$ cat src/hw/mem_system_consts.svh
// Memory system geometry constants
`ifndef MEM_SYSTEM_CONSTS_SVH
`define MEM_SYSTEM_CONSTS_SVH

// Byte address and word width
`define MS_ADDR_W 16
`define MS_DATA_W 16

// Address split, tag | index | offset
`define MS_TAG_W 5
`define MS_INDEX_W 8
`define MS_OFFSET_W 3

// Words per cache line, also the number of memory banks
`define MS_LINE_WORDS 4

// Cycles from a read beat to its response
`define MS_MEM_LAT 2

`endif

$ cat src/hw/mem_pkg.sv
// Memory bus types
`default_nettype none

`include "mem_system_consts.svh"

package mem_pkg;

   // Beat opcode
   typedef enum logic {
      MEM_READ,
      MEM_WRITE
   } mem_op_e;

   // One bus beat, driven by the granted cache
   typedef struct packed {
      logic                  valid;
      mem_op_e               op;
      logic [`MS_ADDR_W-1:0] addr;
      logic [`MS_DATA_W-1:0] wdata;
   } mem_req_t;

   // Read data, fixed latency after the beat
   typedef struct packed {
      logic                  valid;
      logic [`MS_DATA_W-1:0] rdata;
   } mem_rsp_t;

endpackage

`default_nettype wire

$ cat src/hw/mem_arbiter.sv
// Round-robin memory bus arbiter
`default_nettype none
`timescale 1ns/1ps

module mem_arbiter
   import mem_pkg::*;
(
   input  logic     clk,
   input  logic     arst_n,
   input  logic     want_a,
   input  logic     want_b,
   output logic     grant_a,
   output logic     grant_b,
   input  mem_req_t req_a,
   input  mem_req_t req_b,
   output mem_req_t bus_req
);

   // Port b owned the bus last
   logic last_b;
   logic next_a;
   logic next_b;

   // Owner keeps the bus for as long as it wants it
   always_comb begin
      next_a = grant_a && want_a;
      next_b = grant_b && want_b;
      if (!next_a && !next_b) begin
         // Free bus goes to the port not served last
         if (want_a && (!want_b || last_b)) begin
            next_a = 1'b1;
         end else if (want_b) begin
            next_b = 1'b1;
         end
      end
   end

   // Out of reset b counts as last, so a wins a tie
   always_ff @(posedge clk or negedge arst_n) begin
      if (!arst_n) begin
         grant_a <= 1'b0;
         grant_b <= 1'b0;
         last_b  <= 1'b1;
      end else begin
         grant_a <= next_a;
         grant_b <= next_b;
         if (next_a) begin
            last_b <= 1'b0;
         end else if (next_b) begin
            last_b <= 1'b1;
         end
      end
   end

   // Only the owner reaches memory
   always_comb begin
      bus_req = '0;
      if (grant_a) begin
         bus_req = req_a;
      end else if (grant_b) begin
         bus_req = req_b;
      end
   end

endmodule

`default_nettype wire

$ cat config.mk
export PLATFORM = sky130hd
export DESIGN_NAME = mem_arbiter
export DESIGN_NICKNAME = d
export VERILOG_FILES = /design/src/hw/mem_pkg.sv /design/src/hw/mem_arbiter.sv
export VERILOG_INCLUDE_DIRS = /design/src /design/src/hw
export SDC_FILE = /design/constraint.sdc
export NUM_CORES = 1
export LEC_CHECK = 0
export BUFFER_PORTS_ARGS = -buffer_cell sky130_fd_sc_hd__buf_2
export CAP_MARGIN = 20
export CORE_ASPECT_RATIO = 0.8
export CORE_MARGIN = 3
export CORE_UTILIZATION = 26
export CTS_CLUSTER_SIZE = 25
export DETAILED_ROUTE_END_ITERATION = 8
export GPL_TIMING_DRIVEN = 0
export MAX_ROUTING_LAYER = met4
export PLACE_DENSITY = 0.9
export SYNTH_ARGS = -nofsm -noshare
export SYNTH_HDL_FRONTEND = slang
export SYNTH_SLANG_ARGS = --single-unit
$ cat constraint.sdc
create_clock -name clk -period 3.1 [get_ports clk]
set_input_delay 0.31 -clock clk [delete_from_list [all_inputs] [get_ports clk]]
set_output_delay 0.31 -clock clk [all_outputs]
set_load 0.03 [all_outputs]
==> impl_metrics.tcl, run 1 <==
set metrics [dict create \
    ys_seq_area_share_pct 14.2 \
    status "finished clean" \
    numCtsBuffers 3 \
    fin_ws_ns 1.35 \
    crit_family "flip-flops" \
    num-nets-final 243 \
    initial_utilization_pct 28.0 \
    worst_pin_slew_ns 0.210 \
    cp.arrival_ns 1.44 \
    grt_first_pass_wirelength_um 3280 \
    clkLatencyLatePin_ns 0.23 \
    yosys.area.top_type "a22o_1" \
    yosys_warnings 0 \
    finalHoldViolCount 0 \
    drt_iter0_markers 39 \
    setup_viol 0 \
    grt_max_degree 11 \
    cts_tree "yes" \
    finalWirelength_um 2410 \
    post-cts-setup-buffers 0 \
    synth_cell_types 15 \
    grt.overflow.total 0 \
    routed_via_density 4.78 \
    area_growth_pct 112 \
    p_sw_share_pct 47.3 \
    clock_path_buffers 2 \
    fillCellCount 179 \
    n_antenna_cell 0 \
    synth_area_sq_um 539 \
    slew_headroom_pct 86.0 \
    ir_drop_uv 252 \
    cpPeakStageDelay_ns 0.44 \
    synth_seq_cells 3 \
    r2r_slack_ns 2.03 \
    dr.pass1.iters 4 \
    place_ws_ns 1.60 \
    dieArea_sq_um 2660 \
    cp.required_ns 2.79 \
    ctsResizeCount 0 \
    clock-sinks 3 \
    critPathBufInv 3 \
    drv_cap 0 \
    dp_cells 189 \
    critPathKind "flip-flop to primary output" \
    fin_area_sq_um 1140 \
    core_sq_um 1930 \
    power-per-cell-area_nw_per_um2 344 \
    min_path_type "input pin to flip-flop" \
    worst_setup_path_end_kind "primary output" \
    reg2reg_depth 3 \
    crit_path_end "bus_req[25]" \
    grt_pass1_vias 775 \
    num_rows 14 \
    track_usage_pct 16.1 \
    ant_nets 0 \
    wire_per_inst_um 12.4 \
    antenna_found_initial 0 \
    power_frac_clock_pct 17.5 \
    io-pin-count 108 \
    crit_slowest_cell "dfrtp_1" \
    finalCritPeriodShare_pct 56.5 \
    portBuffers 107 \
    synthTopCellsByArea "a22o_1, dfrtp_1, buf_8" \
    syn_inst 58 \
    switching_power_uw 186 \
    path_max_fanout 10 \
    syn_area_per_cell_sq_um 9.30 \
    fin_crit_ns 1.75 \
    root_buffer "clkbuf_4" \
    finalClockSkew_ns 0.0000360 \
    route.detailed.drc 0 \
    combPwrFrac_pct 69.9 \
    htree_levels 1 \
    final_cell_mix "buf_2, a22o_1, nand2_1" \
    fp.dieW_um 56.9 \
    die_h_um 46.7 \
    p_int_uw 206 \
    clkSlewWorstSetupHoldPaths_ns 0.04 \
    ctsHoldBuffers 1 \
    mostFrequentLayoutCell "buf_2" \
    yosysTopAreaCellShare_pct 52.0 \
    routabilityCongestion 0.752 \
    path_depth 5 \
    cp-start-kind "flip-flop" \
    syn-num-nets 130 \
    fin_cells 194 \
    vias 927 \
    place_area_sq_um 1100 \
    total_power_uw 392 \
    pwr-share-seq_pct 12.5 \
    rsz0062_at_grt "no" \
    r2r_end "last_b$_DFFE_PN1P_" \
    drv_slew 0 \
    cp_cell_sequence "nor2b_4 -> buf_6 -> buf_8 -> a22o_1 -> buf_2" \
    clock.fmax_mhz 571 \
    drive_above_1_share_pct 71.2 \
    tns_ns 0 \
    power_leakage_uw 0.000707 \
    startpoint "grant_b$_DFF_PN0_" \
    rr_startpoint "grant_a$_DFF_PN0_" \
]
==> cell families (layout without fill, tap and decap cells) <==
group           Yosys count  after routing  share of synthesized area [%]
flops                     3              3                           14.2
compound gates           38             38                           60.8
buf+inv                  10            122                           17.9
simple gates              7              7                           7.19
==> registers in the layout (all words and copies together), names as in the netlist <==
register / count
grant_a: 1
grant_b: 1
last_b: 1
==> per-layer routing <==
metal | GRT usage, % | vias to the layer above | share of wire (%)
met4 | 5.56 | 0 | 0.70
li1 | - | 463 | -
met3 | 1.37 | 2 | 11
met2 | 30.5 | 56 | 55
met1 | 18.4 | 406 | 33
met5 | - | - | 0
==> worst min-delay path by stage <==
stage	start	to	cells after the start
after floorplan	arst_n	grant_a$_DFF_PN0_	0
after global placement	arst_n	grant_b$_DFF_PN0_	1
after detailed placement	arst_n	grant_a$_DFF_PN0_	1
after CTS	want_a	grant_a$_DFF_PN0_	2
after global routing	want_a	grant_a$_DFF_PN0_	2
final	want_a	grant_a$_DFF_PN0_	2
==> per-stage QoR <==
step | utilization, % | hold WS, ns
after floorplan | - | 0.0144
after global placement | 57.3 | 0.105
after detailed placement | 57.3 | 0.113
after CTS | 59.2 | 0.326
after global routing | 59.2 | 0.332
final | 59.2 | 0.330
==> synthesized netlist by cell type, drive strengths merged <==
library cell  instances
a22o                 32
buf                   8
nand2                 4
dfrtp                 2
inv                   2
nor2b                 2
o21ai                 2
o31a                  2
dfstp                 1
nor2                  1
o21bai                1
o31ai                 1
==> area by class of cell <==
type	instances	area [sq um]	area share, %
buffer	8	88.8	7.79
tap	24	30.0	2.63
clock buffer	4	26.3	2.30
sequential	3	76.3	6.69
timing repair buffer	108	546	47.8
multi-input combinational	45	367	32.1
inverter	2	7.51	0.658
==> power groups by stage <==
stage / clock network, uW / logic (uW) / registers [uW]
final: 68.8 / 274 / 49.0
after global routing: 74.9 / 293 / 50.3
after CTS: 71.6 / 275 / 49.3
after detailed placement: 0 / 274 / 49.7
after global placement: 0 / 268 / 49.2
after floorplan: 0 / 175 / 52.7
Power figures use the tool's default switching activity.
==> run 2, diff against run 1 <==
- CORE_UTILIZATION: 26 -> 22
- PLACE_DENSITY: 0.9 -> 0.82
- clock period: 3.1 -> 1.43 ns (I/O delays scaled with it)
==> impl_metrics.tcl, run 2 (synthesis gave the netlist of run 1 again) <==
set metrics [dict create \
    crit_family "buffers and inverters" \
    area_growth_pct 161 \
    routabilityCongestion 0.673 \
    cpPeakStageDelay_ns 0.39 \
    drt_iter0_markers 20 \
    grt_first_pass_wirelength_um 3930 \
    min_path_type "input pin to flip-flop" \
    rsz0062_at_grt "yes" \
    slew_headroom_pct 87.0 \
    power-per-cell-area_nw_per_um2 722 \
    cp_cell_sequence "nor2b_4 -> buf_6 -> buf_8 -> a22o_1 -> buf_6" \
    multiInputGateArea_sq_um 384 \
    num-nets-final 246 \
    clock-sinks 3 \
    clock_path_buffers 2 \
    grt_max_degree 11 \
    grt.overflow.total 0 \
    reg_top3 "grant_a: 1 flops, grant_b: 1 flops, last_b: 1 flops" \
    cts_tree "yes" \
    clock.fmax_mhz 671 \
    dr.pass1.iters 2 \
    numCtsBuffers 3 \
    fin_crit_ns 1.49 \
    critPathKind "flip-flop to primary output" \
    root_buffer "clkbuf_4" \
    track_usage_pct 17.2 \
    drive_above_1_share_pct 74.6 \
    finalClockSkew_ns 0.00450 \
    portBuffers 107 \
    num_rows 15 \
    antenna_found_initial 0 \
    fillCellCount 177 \
    n_antenna_cell 0 \
    drv_slew 0 \
    r2r_end "grant_a$_DFF_PN0_" \
    ant_nets 0 \
    whs_ns 0.156 \
    violations "setup timing" \
    tns_ns -1.34 \
    finalHoldViolCount 0 \
    path_max_fanout 10 \
    core_sq_um 2230 \
    die_h_um 50.3 \
    r2r_slack_ns 0.31 \
    crit_top_cell "buf_6" \
    status "complete, but fails checks" \
    clkLatencyLatePin_ns 0.23 \
    routed_via_density 4.88 \
    critPathBufInv 3 \
    rr_startpoint "grant_a$_DFF_PN0_" \
    htree_levels 1 \
    setup_viol 32 \
    worst_setup_path_end_kind "primary output" \
    ir_drop_uv 428 \
    place_area_sq_um 1110 \
    mostFrequentLayoutCell "buf_2" \
    fp.dieW_um 61.4 \
    io-pin-count 108 \
    finalWirelength_um 2830 \
    cp.arrival_ns 1.35 \
    route.detailed.drc 0 \
    finalCritPeriodShare_pct 104 \
    crit_slowest_cell "dfrtp_2" \
    final_cell_mix "buf_2, buf_6, a22o_1" \
    fin_area_sq_um 1410 \
    holdPathStages 2 \
    worst_pin_slew_ns 0.194 \
    grt_pass1_vias 911 \
    hpwlAfterDp_um 2130 \
    wire_per_inst_um 14.3 \
    drv_cap 0 \
    initial_utilization_pct 24.1 \
    power_leakage_uw 0.000779 \
    clkSlewWorstSetupHoldPaths_ns 0.04 \
    hold_start "want_a" \
    whs_endpoint "grant_a$_DFF_PN0_" \
    fin_ws_ns -0.0599 \
    regArea_sq_um 78.8 \
    reg2reg_depth 3 \
    cp-start-kind "flip-flop" \
    dieArea_sq_um 3080 \
    cp.required_ns 1.29 \
    vias 967 \
]
-- run 2: changes by cell type in the layout (fill, tap and decap cells not counted) --
| cell | change |
|---|---|
| buf_2 | -34 |
| buf_6 | +34 |
| buf_4 | +2 |
| dfrtp_1 | -2 |
| dfrtp_2 | +2 |
| o21ai_1 | -2 |
| buf_12 | +1 |
| nand2_1 | -1 |
| nand2_2 | +1 |
| o21ai_2 | +1 |
| o21ai_4 | +1 |
-- run 2: worst max path at each step --
stage | startpoint | end | slack [ns] | depth (start not counted)
after floorplan | grant_a$_DFF_PN0_ | bus_req[31] | -0.03 | 3
after global placement | grant_b$_DFF_PN0_ | bus_req[25] | 0.12 | 5
after detailed placement | grant_b$_DFF_PN0_ | bus_req[28] | 0.09 | 5
after CTS | grant_a$_DFF_PN0_ | bus_req[28] | -0.08 | 5
after global routing | grant_b$_DFF_PN0_ | bus_req[9] | -0.13 | 5
final | grant_b$_DFF_PN0_ | bus_req[9] | -0.06 | 5
-- run 2: through the flow --
step                util (%)  cells  setup slack, ns  power [uW]
finish                  63.1    198          -0.0599        1020
floorplan                  -     58          -0.0336         493
global placement        49.6    190            0.117         693
detailed placement      49.6    190           0.0906         704
global route            63.1    198           -0.125        1080
CTS                     61.8    197          -0.0826        1010
-- run 2: power breakdown --
part | total (uW) | leakage, uW | internal, uW | switching (uW)
clock | 149 | 0.0000150 | 105 | 44.7
combinational | 764 | 0.000731 | 376 | 387
sequential | 105 | 0.0000326 | 96.5 | 8.43
-- run 2: layout make-up --
| class | instances | share of cell area, % |
|---|---|---|
| Clock buffer | 4 | 1.86 |
| Timing Repair Buffer | 111 | 56.3 |
| Buffer | 8 | 6.30 |
| Sequential cell | 3 | 5.59 |
| Multi-Input combinational cell | 45 | 27.2 |
| Tap cell | 25 | 2.22 |
| Inverter | 2 | 0.532 |
-- run 2: layer usage --
metal,part of all wire [%],up-vias,global-route usage [%]
li1,-,468,-
met2,55,56,34.3
met1,34,441,16.5
met4,0.53,0,5.30
met3,10,2,2.31
met5,0,-,-
-- run 2: what timing repair did --
| action | 4_1_cts | 5_1_grt |
|---|---|---|
| gates cloned | 0 | 0 |
| endpoints found under the setup margin | 34 | 34 |
| hold buffers | 1 | 0 |
| hold endpoints to repair | 3 | 0 |
| buffers inserted | 2 | 1 |
| gates resized for setup | 68 | 5 |
| pin swaps | 3 | 5 |
==> run 3, diff against run 2 <==
- ABC_AREA: default -> 1
- PLACE_DENSITY: 0.82 -> 0.83
==> impl_metrics.tcl, run 3 <==
set metrics [dict create \
    clock_path_buffers 2 \
    syn_area_per_cell_sq_um 8.86 \
    dr.pass1.iters 4 \
    met1_usage_pct 21.7 \
    r2r_slack_ns 0.42 \
    synth_edf_count 0 \
    synth.area.mux_share_pct 0 \
    holdPathStages 3 \
    finalWirelength_um 2700 \
    yosys.area.top_type "a22o_1" \
    yosys-top-cells-count "a22o_1, nand2_1, inv_1" \
    synth_area_sq_um 523 \
    mostFrequentLayoutCell "buf_2" \
    hpwlAfterDp_um 2040 \
    yosys_warnings 0 \
    fp.dieW_um 60.5 \
    clkSlewWorstSetupHoldPaths_ns 0.04 \
    finalCritPeriodShare_pct 105 \
    num-nets-final 248 \
    synth_cell_types 12 \
    num_rows 15 \
    cp.arrival_ns 1.36 \
    critPathKind "flip-flop to primary output" \
    syn-num-nets 131 \
    core_sq_um 2210 \
    cp.required_ns 1.29 \
    rr_startpoint "grant_a$_DFF_PN0_" \
    violations "setup timing" \
    clock.fmax_mhz 664 \
    io-pin-count 108 \
    portBuffers 107 \
    drive_above_1_share_pct 70.9 \
    clock-sinks 3 \
    worst_pin_slew_ns 0.207 \
    whs_ns 0.183 \
    grt_busiest_layer "met2" \
    route.detailed.drc 0 \
    synth_seq_cells 3 \
    drt_iter0_markers 51 \
    met3_usage_pct 2.36 \
    reg_top3 "grant_a: 1 flops, grant_b: 1 flops, last_b: 1 flops" \
    r2r_end "last_b$_DFFE_PN1P_" \
    root_buffer "clkbuf_4" \
    min_path_type "input pin to flip-flop" \
    cts_tree "yes" \
    finalHoldViolCount 0 \
    htree_levels 1 \
    fin_area_sq_um 1370 \
    synth_top_family_by_area "compound AO/OA/AOI/OAI gates" \
    grt_pass1_vias 963 \
    ant_nets 0 \
    numCtsBuffers 3 \
    synth_compound_area_share_pct 58.1 \
    routed_via_density 4.73 \
    vias 945 \
    finalClockSkew_ns 0.00163 \
    cp-start-kind "flip-flop" \
    rsz0062_at_grt "yes" \
    total_power_uw 1560 \
    clkLatencyLatePin_ns 0.24 \
    fin_crit_ns 1.51 \
    n_antenna_cell 0 \
    worst_setup_path_end_kind "primary output" \
    ir_drop_uv 675 \
    slew_headroom_pct 86.1 \
    fin_util_pct 61.9 \
    yosysMostFrequentCell "a22o_1" \
    place_area_sq_um 1090 \
    synthAdderAreaFrac_pct 0 \
    yosysTopAreaCellShare_pct 56.9 \
    ys_seq_area_share_pct 14.6 \
    track_usage_pct 18.3 \
    drv_cap 0 \
    grt_first_pass_wirelength_um 4210 \
    hold_start "want_a" \
    ys.flop_type "dfrtp_1" \
    reg2reg_depth 6 \
    routabilityCongestion 0.820 \
    whs_endpoint "grant_a$_DFF_PN0_" \
    syn_inst 59 \
    initial_utilization_pct 23.6 \
    drv_slew 0 \
    power_leakage_uw 0.000798 \
    post_synth_and_or_nand_nor_area_fraction_pct 10.0 \
    wire_per_inst_um 13.5 \
    synthTopCellsByArea "a22o_1, dfrtp_1, buf_8" \
    status "complete, but fails checks" \
    grt.overflow.total 0 \
    power-per-cell-area_nw_per_um2 1140 \
    grt_max_degree 11 \
    synth_xor_area_share_pct 0 \
    antenna_found_initial 0 \
    final_cell_mix "buf_2, buf_6, a22o_1" \
    tns_ns -1.33 \
    die_h_um 49.6 \
    path_max_fanout 10 \
    area_growth_pct 162 \
    fin_ws_ns -0.0762 \
    async_reset_ff_share_pct 100 \
    grt.met2_usage_pct 31.5 \
    dieArea_sq_um 3000 \
    setup_viol 33 \
]
run 3: worst max-delay path: stages (launching register included):
cell and delay, ns:
dfrtp_1 0.38, buf_6 0.14, nor2_8 0.15, buf_8 0.15, a22o_1 0.17, buf_6 0.14
run 3: metrics by stage:
stage / setup WS [ns] / cells
finish: -0.0762 / 200
global route: -0.156 / 200
CTS: -0.0905 / 200
detailed placement: 0.0797 / 191
global placement: 0.0921 / 191
floorplan: 0.0295 / 59
run 3: layer usage:
metal  vias to the layer above  share of wire [%]
met2                        48                 53
met5                         -                  0
li1                        471                  -
met3                         6                8.0
met4                         0                1.6
met1                       420                 38
run 3: kinds of logic (layout without fill, tap and decap cells):
group	after synthesis	after routing
buf+inv	12	128
simple gates	9	9
compound gates	35	35
flops	3	3
run 3: power breakdown:
| group | internal, uW | switching [uW] |
|---|---|---|
| Combinational | 608 | 684 |
| Sequential | 107 | 9.47 |
| Clock | 105 | 51.0 |
| Total | 820 | 745 |
run 3: worst max path at each step:
| stage | startpoint | endpoint | slack (ns) |
|---|---|---|---|
| after floorplan | grant_a$_DFF_PN0_ | bus_req[10] | 0.03 |
| after global placement | grant_a$_DFF_PN0_ | bus_req[27] | 0.09 |
| after detailed placement | grant_a$_DFF_PN0_ | bus_req[9] | 0.08 |
| after CTS | grant_a$_DFF_PN0_ | bus_req[9] | -0.09 |
| after global routing | grant_a$_DFF_PN0_ | bus_req[9] | -0.16 |
| final | grant_a$_DFF_PN0_ | bus_req[18] | -0.08 |
run 3: layout make-up:
cell class / instances / area [sq um]
timing repair buffer: 112 / 788
buffer: 7 / 73.8
fill: 219 / 843
clock buffer: 4 / 26.3
inverter: 5 / 18.8
sequential: 3 / 76.3
multi-input combinational: 44 / 357
tap: 25 / 31.3
run 3: repair_timing:
action,CTS,global route
endpoints found under the hold margin,3,0
gates resized for setup,67,3
endpoints found under the setup margin,34,34
cloned,0,0
hold buffers,1,0
pin swaps,2,0
setup buffers,4,0
